===== src/source/pet_pkg.sv =====
// Shared widths, PET memory map and cycle phase numbers for the bus core
// The map assumes a 40 column PET with 1 KB of video RAM mirrored four times
package pet_pkg;

    typedef logic [16:0] addr_t;        // Host address, bit 16 reaches the upper 64 KB
    typedef logic [15:0] cpu_addr_t;    // 6502 address
    typedef logic [7:0]  data_t;        // One bus byte
    typedef logic [3:0]  phase_t;       // 16 phases per 1 MHz CPU cycle
    typedef logic [3:0]  kbd_row_t;     // Keyboard row index, rows 10-15 unused

    typedef enum logic [1:0] {
        ARB_IDLE,                       // No host request pending
        ARB_WAIT_SLOT,                  // Request seen too late in the host slot
        ARB_ACCESS,                     // One cycle grant to RAM or keyboard
        ARB_DONE                        // Ready pulse, read data on the bus
    } arb_state_t;

    localparam int RAM_DEPTH = 1 << 17; // 128 KB behind the 17-bit address

    // Phase numbers inside one CPU cycle
    localparam phase_t PHASE_HOST_START = 4'd0;
    localparam phase_t PHASE_REQ_LAST   = 4'd5;  // Latest phase to go straight to a grant
    localparam phase_t PHASE_GRANT_LAST = 4'd6;  // Grant must leave room for the ready cycle
    localparam phase_t PHASE_CPU_START  = 4'd8;  // clk_cpu_o high from here through 15
    localparam phase_t PHASE_CPU_WRITE  = 4'd15; // CPU write committed on this phase

    // Keyboard rows as seen from the host
    localparam addr_t KBD_BASE = 17'h1E800;
    localparam int    KBD_ROWS = 10;

    // CPU memory map
    localparam cpu_addr_t VRAM_BASE  = 16'h8000;
    localparam cpu_addr_t VRAM_TOP   = 16'h8FFF;
    localparam cpu_addr_t ROM_BASE   = 16'h9000;
    localparam cpu_addr_t IO_BASE    = 16'hE800;
    localparam cpu_addr_t IO_TOP     = 16'hE8FF;
    localparam cpu_addr_t PIA1_BASE  = 16'hE810; // Each device decodes 16 bytes
    localparam cpu_addr_t PIA2_BASE  = 16'hE820;
    localparam cpu_addr_t VIA_BASE   = 16'hE840;
    localparam cpu_addr_t PIA1_PORTA = 16'hE810; // Keyboard row select
    localparam cpu_addr_t PIA1_PORTB = 16'hE812; // Keyboard column read

endpackage


===== src/source/keyboard_matrix.sv =====
// Keyboard rows written by the host, read by the CPU through PIA1 port B
// A released key reads as 1; rows 10-15 do not exist and read $FF
`timescale 1ns/1ns

module keyboard_matrix (
    input  logic               clk_16_i,
    input  logic               rst_n_i,
    input  logic               host_wr_i,
    input  pet_pkg::kbd_row_t  host_row_i,
    input  pet_pkg::data_t     host_data_i,
    input  pet_pkg::cpu_addr_t cpu_addr_i,
    input  pet_pkg::data_t     cpu_data_i,
    input  logic               cpu_rw_n_i,
    input  logic               cpu_write_phase_i,
    input  logic               cpu_slot_i,
    output logic               kbd_hit_o,
    output pet_pkg::data_t     kbd_data_o
);
    import pet_pkg::*;

    data_t    rows [KBD_ROWS];                          // One byte per matrix row
    kbd_row_t row_sel;                                  // Last row written to port A
    logic     sel_wr;                                   // CPU write to port A this cycle

    assign sel_wr = cpu_slot_i && cpu_write_phase_i && !cpu_rw_n_i
                    && cpu_addr_i == PIA1_PORTA;

    // Host side updates rows at its grant
    always_ff @(posedge clk_16_i or negedge rst_n_i) begin
        if (!rst_n_i) begin
            for (int i = 0; i < KBD_ROWS; i++) begin
                rows[i] <= 8'hFF;                       // No key down
            end
        end else if (host_wr_i && host_row_i < KBD_ROWS) begin
            rows[host_row_i] <= host_data_i;
        end
    end

    // The PET kernal scans by writing the row number to port A
    always_ff @(posedge clk_16_i or negedge rst_n_i) begin
        if (!rst_n_i) begin
            row_sel <= '0;
        end else if (sel_wr) begin
            row_sel <= cpu_data_i[3:0];                 // Upper bits drive other PIA1 lines
        end
    end

    // CPU read of port B is answered here instead of by the PIA
    assign kbd_hit_o = cpu_slot_i && cpu_rw_n_i && cpu_addr_i == PIA1_PORTB;

    assign kbd_data_o = (row_sel < KBD_ROWS) ? rows[row_sel] : 8'hFF;

endmodule


===== config.mk =====
export PLATFORM = sky130hd
export DESIGN_NAME = keyboard_matrix
export DESIGN_NICKNAME = d
export VERILOG_FILES = /design/src/source/pet_pkg.sv /design/src/source/keyboard_matrix.sv
export SDC_FILE = /design/constraint.sdc
export NUM_CORES = 1
export LEC_CHECK = 0
export ABC_AREA = 1
export BUFFER_PORTS_ARGS = -buffer_cell sky130_fd_sc_hd__buf_2
export CORE_ASPECT_RATIO = 2
export CORE_UTILIZATION = 53
export DETAILED_ROUTE_END_ITERATION = 16
export GPL_TIMING_DRIVEN = 0
export PLACE_DENSITY = 0.83
export SETUP_SLACK_MARGIN = 0.4
export SYNTH_ARGS = -nofsm -noshare
export SYNTH_HDL_FRONTEND = slang
export SYNTH_SLANG_ARGS = --single-unit

===== constraint.sdc =====
create_clock -name clk_16_i -period 1.1 [get_ports clk_16_i]
set_input_delay 0.055 -clock clk_16_i [delete_from_list [all_inputs] [get_ports clk_16_i]]
set_output_delay 0.055 -clock clk_16_i [all_outputs]
set_load 0.005 [all_outputs]

==> summary.md, run 1 <==
| Metric | Value |
|---|---|
| Post-synth EDFFs | `0` |
| CTS buffer count | `9` |
| Top FF cell, synth | `dfstp_2` |
| Final setup margin | `-0.675 ns` |
| Sequential element share of the synthesized area | `0.511` |
| Largest area contributor in the netlist | `dfstp_2` |
| Seq cells post-synth | `84` |
| Initial Util | `0.546` |
| Die ar. | `8510 sq um` |
| Layout cells sized above 1 | `0.524` |
| Drt pass-1 iters | `5` |
| Area fraction of the dominant cell type after synthesis | `0.488` |
| Clk pin slew, worst setup/hold paths | `0.06 ns` |
| Cell Chain, Critical Path | `buf_6 -> inv_8 -> buf_8 -> nand2_1 -> nand3_1 -> nand3_1 -> nand3_1 -> nand2_1 -> buf_2` |
| Top post-synthesis cells by area | `dfstp_2 (49%), nand2_1 (18%), o21ai_0 (6.7%), nand3_1 (6.0%), inv_1 (5.8%)` |
| RSZ-0062 raised after global routing | `true` |
| Initial antenna violation count | `0` |
| DR iter-0 viols | `567` |
| Most frequent cells after synthesis | `nand2_1 (207), dfstp_2 (80), inv_1 (66)` |
| Count of final hold-check violations | `5` |
| Post-layout nets | `712` |
| Final instance area | `6460 sq um` |
| Worst-margin pin slew | `0.520 ns` |
| GR Overflow Total | `0` |
| Total Wirelength | `15.6 mm` |
| Via Count | `4571` |
| Power Density | `1550 nW/um^2` |
| WS Path Type | `reg2out` |
| Reg2reg end | `row_sel[1]` |
| Overall fraction of global-route tracks in use | `0.342` |
| Dpl ws | `-0.281 ns` |
| Final setup fails | `8` |
| Asr flop ratio synth | `1.00` |
| WL/cell | `20.2 microns` |
| Critical Path AT | `1.72 ns` |
| Relative slew slack | `0.652` |
| CTS tree | `yes` |
| Crit path launch | `row_sel[0]` |
| CTS Root Cell | `clkbuf_16` |
| # diodes | `0` |
| Leakage | `3.00 nW` |
| Status | `finished, violations left` |
| Clock latency at the later pin of the worst-skew pair | `0.34 ns` |
| Core area | `7890 sq um` |
| Peak supply drop | `1050 uV` |
| Critical-path top delay cell | `dfrtp_1` |
| Synthesis Warnings | `0` |
| Worst setup path end | `kbd_data_o[5]` |
| Max-Cap Viols | `0` |
| CP required | `1.04 ns` |
| Post-route ant nets | `0` |
| Tmin final | `1.78 ns` |
| Placement Cell Area | `4910 sq um` |
| Final Slew Violations | `0` |
| DRC viols | `0` |
| Hold WC Path Type | `in2async` |
| Core Rows | `46` |
| Largest net degree at the start of global routing | `74` |
| Tcrit/Tclk final | `1.61` |
| CP max stage delay | `0.37 ns` |
| R2r startpoint | `row_sel[1]` |
| CP endpoint kind | `output port` |
| Max FO, Critical Path | `10` |
| DP HPWL | `8.48 mm` |
| PortBufs | `46` |
| Via density | `5.93` |
| Vias in the first global route | `4454` |
| Internal reg-to-reg setup slack | `0.09 ns` |
| Syn avg cell area | `7.72 sq um` |
| Routability Congestion | `0.947` |
| Die Y | `130 microns` |
| Area growth syn-to-layout | `50.1%` |
| Clock Skews | `0 ns` |
| Worst R2R Path Depth | `5` |
| Post-synth net total | `600` |
| Clock tree sinks | `84` |
| Failing checks | `negative hold slack, negative setup slack` |
| Most common cell in the netlist | `nand2_1` |
| Post-synth cell types | `28` |
| I/O pins | `51` |
| First-pass GRT wire length | `21.4 mm` |
| Max Clk Rate | `563 MHz` |
| Die X | `65.8 microns` |
| Clock Tree Buf Depth | `2` |
| H-tree depth | `3` |
| Synth Cell Area | `4310 sq um` |
| Worst setup SP type | `flop` |
| CP dominant cell by count | `nand3_1` |
| Hold_ws | `-0.0252 ns` |
| Post-Syn Instances | `558` |
[metrics by stage]
step	power, mW	TNS, ns	hold slack (ns)	utilization	cells
after floorplan	5.50	0	-0.241	-	558
after global placement	5.92	-18.35	0.291	0.618	700
after detailed placement	6.06	-7.24	-0.0861	0.622	701
after CTS	9.50	-4.29	0.0102	0.757	763
after global routing	10.4	-5.28	0.0428	0.820	771
final	10.0	-4.75	-0.0252	0.820	771
[power by group]
part           switching (mW)  total, mW  internal (mW)
clock                    1.21       3.21           2.00
combinational            1.23       2.17          0.943
sequential              0.457       4.66           4.20
[flip-flops by register name (all words and copies together) (netlist names)]
name and flops:
rows 80, row_sel 4
[worst min-delay path by stage]
| stage | startpoint | end | slack [ns] | cells past startpoint |
|---|---|---|---|---|
| 2_1_floorplan | rst_n_i | row_sel[0] | -0.24 | 0 |
| 3_3_place_gp | cpu_data_i[1] | row_sel[1] | 0.29 | 3 |
| 3_5_place_dp | rst_n_i | row_sel[2] | -0.09 | 1 |
| 4_1_cts | rst_n_i | rows[29] | 0.01 | 2 |
| 5_1_grt | rst_n_i | rows[29] | 0.04 | 2 |
| 6_report | rst_n_i | rows[29] | -0.03 | 2 |
[critical path, delay by kind of cell (launching register included)]
family / cells / cell delay (ns)
and+or+nand+nor: 5 / 0.51
DFF: 1 / 0.37
buffers and inverters: 4 / 0.49
[layer usage]
| layer | track usage | part of all wire | routed length, microns |
|---|---|---|---|
| met5 | 0 | 0 | 0 |
| met3 | 0.0687 | 0.068 | 1070 |
| met4 | 0.251 | 0.083 | 1300 |
| met2 | 0.592 | 0.53 | 8230 |
| met1 | 0.354 | 0.32 | 5000 |
[placed cells by master, fill, tap and decap left out, drive strengths merged, types with 4 or more instances in the layout]
master,netlist,final
buf,18,108
clkbuf,6,18
dfrtp,4,4
dfstp,80,80
dlygate4sd3,0,12
inv,67,66
nand2,212,212
nand3,52,52
nor2,20,20
nor3,4,4
o21ai,82,82
[repair_timing]
item	CTS	global route
resized for setup	105	115
gates cloned	6	2
hold endpoints to repair	39	0
endpoints found under the setup margin	93	93
buffers inserted	27	6
pin swaps	67	32
hold buffers	13	0
[final cells by class]
| class | instances | area [sq um] |
|---|---|---|
| Inverter | 69 | 313 |
| Timing Repair Buffer | 101 | 960 |
| Clock buffer | 14 | 244 |
| Sequential cell | 84 | 2200 |
| Fill cell | 395 | 1420 |
| Clock inverter | 2 | 60.1 |
| Buffer | 24 | 322 |
| Multi-Input combinational cell | 381 | 2240 |
| Tap cell | 96 | 120 |
[cell families after synthesis]
family,count (synthesis),share of synthesized area
AO/OA/AOI/OAI,86,0.107
buffers and inverters,93,0.0912
flip-flops,84,0.511
AND/OR/NAND/NOR,295,0.290
Power figures use the tool's default switching activity.
==> inputs of run 2 (changes only) <==
--- a/config.mk
+++ b/config.mk
@@ -7,11 +7,14 @@
 export LEC_CHECK = 0
 export ABC_AREA = 1
 export BUFFER_PORTS_ARGS = -buffer_cell sky130_fd_sc_hd__buf_2
+export CELL_PAD_IN_SITES_DETAIL_PLACEMENT = 1
+export CELL_PAD_IN_SITES_GLOBAL_PLACEMENT = 2
 export CORE_ASPECT_RATIO = 2
-export CORE_UTILIZATION = 53
+export CORE_UTILIZATION = 31
 export DETAILED_ROUTE_END_ITERATION = 16
 export GPL_TIMING_DRIVEN = 0
-export PLACE_DENSITY = 0.83
+export MAX_ROUTING_LAYER = met4
+export PLACE_DENSITY = 0.87
 export SETUP_SLACK_MARGIN = 0.4
 export SYNTH_ARGS = -nofsm -noshare
 export SYNTH_HDL_FRONTEND = slang
==> run 2 against run 1 <==
Effect of this change: core utilization decreased by 33 points; largest power group unchanged; die area increased by 69%; via count decreased by 6.7%; clock-buffer cell count decreased by 1; total power increased by 1.3%; non-clock buffer count unchanged; sequential power decreased by 1%; critical path depth decreased by 1; cell count increased by 7.7%; worst setup slack improved by 0.029 ns; register-to-register slack improved by 0.04 ns; the run still ends with negative hold slack, negative setup slack left; clock skew unchanged.
==> summary.md, run 2 (same netlist as run 1, synthesis figures left out) <==
| Metric | Value |
|---|---|
| Status | `finished, violations left` |
| Failing checks | `negative hold slack, negative setup slack` |
| Post-layout nets | `712 (unchanged)` |
| Count of final hold-check violations | `20 (+15)` |
| Post-route ant nets | `0 (unchanged)` |
| Final setup margin | `-0.647 ns (+0.0286 ns)` |
| Die Y | `169 microns (+30%)` |
| Clk pin slew, worst setup/hold paths | `0.06 ns (about the same)` |
| Worst-margin pin slew | `0.424 ns (-0.0958 ns)` |
| Via Count | `4266 (-6.7%)` |
| Hold WC Path Type | `in2async` |
| Clock tree sinks | `84 (unchanged)` |
| Area growth syn-to-layout | `55.1%` |
| CTS tree | `yes` |
| Metal3 WL | `278 microns (-74%)` |
| Core area | `13500 sq um (+71%)` |
| Layout cells sized above 1 | `0.573 (+0.0489)` |
| Vias in the first global route | `4596 (+3.2%)` |
| Largest register by flop count | `rows` |
| Internal reg-to-reg setup slack | `0.13 ns (+0.04 ns)` |
| Biggest regs | `rows x80, row_sel x4` |
| # diodes | `0 (unchanged)` |
| Initial antenna violation count | `0 (unchanged)` |
| PortBufs | `46 (unchanged)` |
| Max reg flops | `80 (unchanged)` |
| Initial Util | `0.319 (-0.228)` |
| I/O pins | `51 (unchanged)` |
| Met2 WL | `9.77 mm (+19%)` |
| WS Path Type | `reg2out` |
| Crit path launch | `row_sel[1]` |
| RSZ-0062 raised after global routing | `true` |
| Fillers | `1583 (+300%)` |
| Commonest non-fill, non-tap cell in the layout | `nand2_1` |
| GR Overflow Total | `0 (unchanged)` |
| Tmin final | `1.75 ns (-0.0286 ns)` |
| Tcrit/Tclk final | `1.59 (-0.0260)` |
| WL/cell | `19.6 microns (-3.1%)` |
| Peak supply drop | `1100 uV (+4.5%)` |
| Drt pass-1 iters | `4 (-1)` |
| Final setup fails | `8 (unchanged)` |
| DR iter-0 viols | `184 (-68%)` |
| Critical Path AT | `1.69 ns (-0.03 ns)` |
| H-tree depth | `3 (unchanged)` |
| Worst setup SP type | `flop` |
| Final instance area | `6680 sq um (+3.4%)` |
| R2r startpoint | `row_sel[1]` |
| Leakage | `3.01 nW (+0.41%)` |
| Clock Tree Buf Depth | `2 (unchanged)` |
| Met1 WL | `5.32 mm (+6.4%)` |
| Max FO, Critical Path | `6 (-4)` |
| Max Clk Rate | `573 MHz (+1.6%)` |
| Power Density | `1520 nW/um^2 (-2.0%)` |
| Max-Cap Viols | `0 (unchanged)` |
| CP required | `1.04 ns (about the same)` |
| Total Wirelength | `16.3 mm (+4.3%)` |
| Final Slew Violations | `0 (unchanged)` |
| DRC viols | `0 (unchanged)` |
| Placement Cell Area | `4980 sq um (+1.5%)` |
| Final Power | `10.2 mW (+1.3%)` |
| Commonest non-fill, non-tap cells in the layout | `nand2_1 (164), dfstp_2 (80), o21ai_2 (55)` |
| Fin Setup TNS | `-4.83 ns (-0.0788 ns)` |
| Die ar. | `14400 sq um (+69%)` |
| Largest net degree at the start of global routing | `69 (-6.8%)` |
| Overall fraction of global-route tracks in use | `0.232 (-0.110)` |
| Worst R2R Path Depth | `5 (unchanged)` |
| Top Layer Used | `met4` |
| Clock Skews | `0 ns (unchanged)` |
| Routability Congestion | `0.832 (-12%)` |
| Die X | `85.4 microns (+30%)` |
| Core Rows | `60 (+30%)` |
| Via density | `5.14 (-13%)` |
| Clock latency at the later pin of the worst-skew pair | `0.34 ns (about the same)` |
| Hold_ws | `-0.185 ns (-0.160 ns)` |
| DP HPWL | `10.4 mm (+23%)` |
| Relative slew slack | `0.717 (+0.0647)` |
| CTS buffer count | `9 (unchanged)` |
| Reg2reg end | `row_sel[1]` |
| First-pass GRT wire length | `24.1 mm (+13%)` |
| CTS Root Cell | `clkbuf_16` |
| CP endpoint kind | `output port` |
| Hold Buf Count CTS | `12 (-1)` |
run 2: area by class of cell:
class	instances	area, sq um	share of cell area
Tap cell	155	194	0.0290
Inverter	69	314	0.0470
Clock inverter	3	67.6	0.0101
Clock buffer	13	270	0.0404
Timing Repair Buffer	101	988	0.148
Buffer	24	325	0.0487
Sequential cell	84	2200	0.330
Multi-Input combinational cell	381	2320	0.347
run 2: worst max-delay path by stage:
| stage | depth (start not counted) | end | slack [ns] |
|---|---|---|---|
| final | 8 | kbd_data_o[4] | -0.65 |
| after global routing | 9 | kbd_data_o[4] | -0.71 |
| after CTS | 7 | kbd_data_o[6] | -0.60 |
| after detailed placement | 8 | kbd_data_o[3] | -0.39 |
| after global placement | 1 | row_sel[0] | -0.66 |
| after floorplan | 8 | kbd_data_o[4] | 0.05 |
run 2: timing repair:
| action | CTS | global route |
|---|---|---|
| pin swaps | 55 | 45 |
| setup endpoints to repair | 93 | 93 |
| gates cloned | 7 | 2 |
| buffers inserted | 18 | 15 |
| gates resized for setup | 118 | 124 |
| endpoints found under the hold margin | 48 | 20 |
run 2: layer usage:
metal / global-route usage / vias to the layer above
li1: - / 1995
met1: 0.213 / 2148
met2: 0.454 / 75
met3: 0.0268 / 48
met4: 0.124 / 0
met5: - / -
run 2: through the flow:
| stage | hold slack (ns) | util | std cells | setup slack [ns] |
|---|---|---|---|---|
| 2_1_floorplan | -0.241 | - | 558 | 0.0506 |
| 3_3_place_gp | 0.296 | 0.366 | 759 | -0.661 |
| 3_5_place_dp | 0.194 | 0.369 | 760 | -0.388 |
| 4_1_cts | -0.175 | 0.449 | 813 | -0.597 |
| 5_1_grt | -0.162 | 0.495 | 830 | -0.711 |
| 6_report | -0.185 | 0.495 | 830 | -0.647 |
run 2: where the power goes:
part           internal, mW  switching [mW]
clock                  2.18            1.26
combinational         0.952            1.18
sequential             4.20           0.400
run 2: worst max-delay path, stage by stage (launching register included):
cell     delay (ns)
dfrtp_1        0.37
buf_6          0.14
nor2_4         0.14
buf_12         0.13
o21ai_1        0.07
nor2_1         0.16
nor2_2         0.07
a21oi_2        0.14
buf_2          0.13
==> inputs of run 3 (changes only) <==
--- a/config.mk
+++ b/config.mk
@@ -5,12 +5,12 @@
 export SDC_FILE = /design/constraint.sdc
 export NUM_CORES = 1
 export LEC_CHECK = 0
-export ABC_AREA = 1
 export BUFFER_PORTS_ARGS = -buffer_cell sky130_fd_sc_hd__buf_2
+export CAP_MARGIN = 10
 export CELL_PAD_IN_SITES_DETAIL_PLACEMENT = 1
 export CELL_PAD_IN_SITES_GLOBAL_PLACEMENT = 2
 export CORE_ASPECT_RATIO = 2
-export CORE_UTILIZATION = 31
+export CORE_UTILIZATION = 38
 export DETAILED_ROUTE_END_ITERATION = 16
 export GPL_TIMING_DRIVEN = 0
 export MAX_ROUTING_LAYER = met4
==> run 3 against run 2 <==
Effect of this change: the flow still finishes with violations (negative hold slack, negative setup slack); register-to-register slack got worse by 0.22 ns; worst setup slack got worse by 0.18 ns; combinational power decreased by 3%; non-clock buffer count down 31; clock power fell by 13%; sequential share of layout area grew 4.7 points; core utilization grew 6.4 points; flip-flop and latch count did not move; critical endpoint unchanged; largest cell class unchanged; largest power group unchanged.
==> summary.md, run 3 <==
| Metric | Value |
|---|---|
| H-tree depth | `3 (unchanged)` |
| Core area | `10500 sq um (-22%)` |
| Post-synth EDFFs | `0 (unchanged)` |
| Post-synth cell types | `29 (+3.6%)` |
| GR Overflow Total | `0 (unchanged)` |
| First-pass GRT wire length | `18.1 mm (-25%)` |
| Largest net degree at the start of global routing | `79 (+14%)` |
| Top FF cell, synth | `dfstp_2` |
| Via density | `5.35 (+4.2%)` |
| Worst setup SP type | `flop` |
| Vias in the first global route | `2982 (-35%)` |
| Via Count | `2591 (-39%)` |
| Area fraction of the dominant cell type after synthesis | `0.515 (+0.0275)` |
| Initial Util | `0.389 (+0.0704)` |
| Top post-synthesis cells by area | `dfstp_2 (52%), mux2_2 (22%), mux4_2 (8.8%), dfrtp_1 (2.5%), nor4b_4 (2.3%)` |
| Final setup margin | `-0.831 ns (-0.184 ns)` |
| Largest area contributor in the netlist | `dfstp_2` |
| Power Density | `1670 nW/um^2 (+9.4%)` |
| Max Clk Rate | `518 MHz (-9.5%)` |
| CP delay by family, top | `multiplexers` |
| Max reg flops | `80 (unchanged)` |
| Total Wirelength | `11.7 mm (-28%)` |
| Die Y | `148 microns (-12%)` |
| Failing checks | `negative hold slack, negative setup slack` |
| Area growth syn-to-layout | `43.5%` |
| Overall fraction of global-route tracks in use | `0.237 (+0.00499)` |
| Buf/Inv on CP | `3 (unchanged)` |
| RSZ-0062 raised after global routing | `true` |
| Sequential element share of the synthesized area | `0.540 (+0.0289)` |
| CTS buffer count | `9 (unchanged)` |
| Non-filler cells, final | `484 (-42%)` |
| Placement Cell Area | `4780 sq um (-4.0%)` |
| Asr flop ratio synth | `1.00 (unchanged)` |
| Cell Chain, Critical Path | `buf_8 -> buf_12 -> mux4_2 -> o22ai_1 -> a21oi_1 -> buf_2` |
| I/O pins | `51 (unchanged)` |
| Fillers | `1031 (-35%)` |
| Critical-path top delay cell | `mux4_2` |
| Critical Path AT | `1.88 ns (+0.19 ns)` |
| Tmin final | `1.93 ns (+0.184 ns)` |
| Worst-margin pin slew | `0.550 ns (+0.125 ns)` |
| Initial antenna violation count | `0 (unchanged)` |
| DRC viols | `0 (unchanged)` |
| # diodes | `0 (unchanged)` |
| CTS tree | `yes` |
| Commonest non-fill, non-tap cell in the layout | `mux2_4` |
| Clock Tree Buf Depth | `2 (unchanged)` |
| Biggest regs | `rows x80, row_sel x4` |
| CP max stage delay | `0.50 ns (+0.13 ns)` |
| Die ar. | `11200 sq um (-22%)` |
| Placed insts | `431 (-43%)` |
| DR iter-0 viols | `181 (-1.6%)` |
| Layout cells sized above 1 | `0.890 (+0.317)` |
| Die X | `75.3 microns (-12%)` |
| Routability Congestion | `0.784 (-5.8%)` |
| Most common cell in the netlist | `dfstp_2` |
| Status | `finished, violations left` |
| Relative slew slack | `0.634 (-0.0832)` |
| Most frequent cells after synthesis | `dfstp_2 (80), mux2_2 (79), mux4_2 (16)` |
| Final instance area | `5850 sq um (-12%)` |
| CP endpoint kind | `output port` |
| Clock tree sinks | `84 (unchanged)` |
| Max-Cap Viols | `0 (unchanged)` |
| Final Slew Violations | `0 (unchanged)` |
| Max FO, Critical Path | `5 (-1)` |
| Final setup fails | `12 (+4)` |
| Leakage | `2.48 nW (-18%)` |
| Tcrit/Tclk final | `1.76 (+0.167)` |
| Hold WC Path Type | `in2reg` |
| Post-route ant nets | `0 (unchanged)` |
| DP HPWL | `6.89 mm (-34%)` |
| Clock latency at the later pin of the worst-skew pair | `0.33 ns (about the same)` |
| Post-synth net total | `299 (-50%)` |
| Seq cells post-synth | `84 (unchanged)` |
| Post-Syn Instances | `257 (-54%)` |
| Final Power | `9.75 mW (-4.1%)` |
| CP required | `1.04 ns (about the same)` |
| Largest register by flop count | `rows` |
| WL/cell | `24.1 microns (+23%)` |
| Clk pin slew, worst setup/hold paths | `0.06 ns (about the same)` |
| Clock Skews | `0 ns (unchanged)` |
| WS Path Type | `reg2out` |
| Syn avg cell area | `15.9 sq um (+110%)` |
| Drt pass-1 iters | `4 (unchanged)` |
| Synth Cell Area | `4080 sq um (-5.3%)` |
| Dpl ws | `-0.999 ns (-0.611 ns)` |
| CTS Root Cell | `clkbuf_16` |
| Core Rows | `53 (-12%)` |
| Count of final hold-check violations | `4 (-80%)` |
| Peak supply drop | `1060 uV (-3.3%)` |
| Post-layout nets | `385 (-46%)` |
| Hold_ws | `-0.0534 ns (+0.132 ns)` |
| Commonest non-fill, non-tap cells in the layout | `mux2_4 (84), dfstp_2 (80), buf_2 (28)` |
| PortBufs | `36 (-22%)` |
| Synthesis Warnings | `0 (unchanged)` |
run 3: stage by stage:
| stage | util | TNS, ns | hold WS, ns |
|---|---|---|---|
| after detailed placement | 0.456 | -34.82 | -0.116 |
| after CTS | 0.545 | -6.83 | -0.0589 |
| after floorplan | - | -5.07 | -0.241 |
| after global routing | 0.559 | -7.30 | -0.0641 |
| final | 0.559 | -6.57 | -0.0534 |
| after global placement | 0.453 | -48.26 | 0.288 |
run 3: metal layers:
layer / vias to the layer above / GRT usage / part of all wire
met3: 22 / 0.0305 / 0.017
met1: 1398 / 0.282 / 0.39
met2: 44 / 0.400 / 0.56
met5: - / - / 0
li1: 1127 / - / -
met4: 0 / 0.0935 / 0.031
run 3: kinds of logic (layout without fill, tap and decap cells):
| kind of cell | Yosys count | after routing | synth area share |
|---|---|---|---|
| muxes | 108 | 108 | 0.344 |
| DFF | 84 | 84 | 0.540 |
| and+or+nand+nor | 30 | 30 | 0.0736 |
| buffers and inverters | 19 | 109 | 0.0206 |
| AOI/OAI and AO/OA | 16 | 16 | 0.0221 |
run 3: final timing paths:
kind / start / endpoint / slack [ns] / depth (start not counted)
hold reg to reg: rows[45] / rows[45] / 0.62 / 1
hold / removal: cpu_data_i[2] / row_sel[2] / -0.05 / 2
min in group asynchronous: rst_n_i / row_sel[0] / 0.16 / 2
max in group asynchronous: rst_n_i / rows[52] / 0.22 / 3
setup / recovery: row_sel[0] / kbd_data_o[4] / -0.83 / 6
setup reg to reg: row_sel[0] / row_sel[0] / -0.09 / 4
run 3: area by class of cell:
class	instances	area [sq um]	area share
buffer	19	194	0.0331
clock buffer	13	250	0.0428
clock inverter	2	35.0	0.00599
multi-input combinational	154	2250	0.385
sequential	84	2200	0.376
tap	137	171	0.0293
timing repair buffer	75	746	0.127
run 3: worst reg2reg max path: cells and delay by family (launching register included):
family                 cells  cell delay [ns]
buffers and inverters      3             0.42
DFF                        1             0.38
muxes                      1             0.26
run 3: what timing repair did:
action	CTS	global route
endpoints found under the setup margin	93	171
endpoints found under the hold margin	12	12
hold buffers	1	2
pin swaps	20	11
gates resized for setup	77	14
buffers inserted	27	7
cloned	1	1
run 3: power breakdown:
| part | total, mW | switching (mW) | internal (mW) | leakage (nW) |
|---|---|---|---|---|
| clock | 3.00 | 1.19 | 1.81 | 0.140 |
| combinational | 2.06 | 0.672 | 1.38 | 1.45 |
| sequential | 4.69 | 0.417 | 4.28 | 0.895 |
| total | 9.75 | 2.28 | 7.47 | 2.48 |
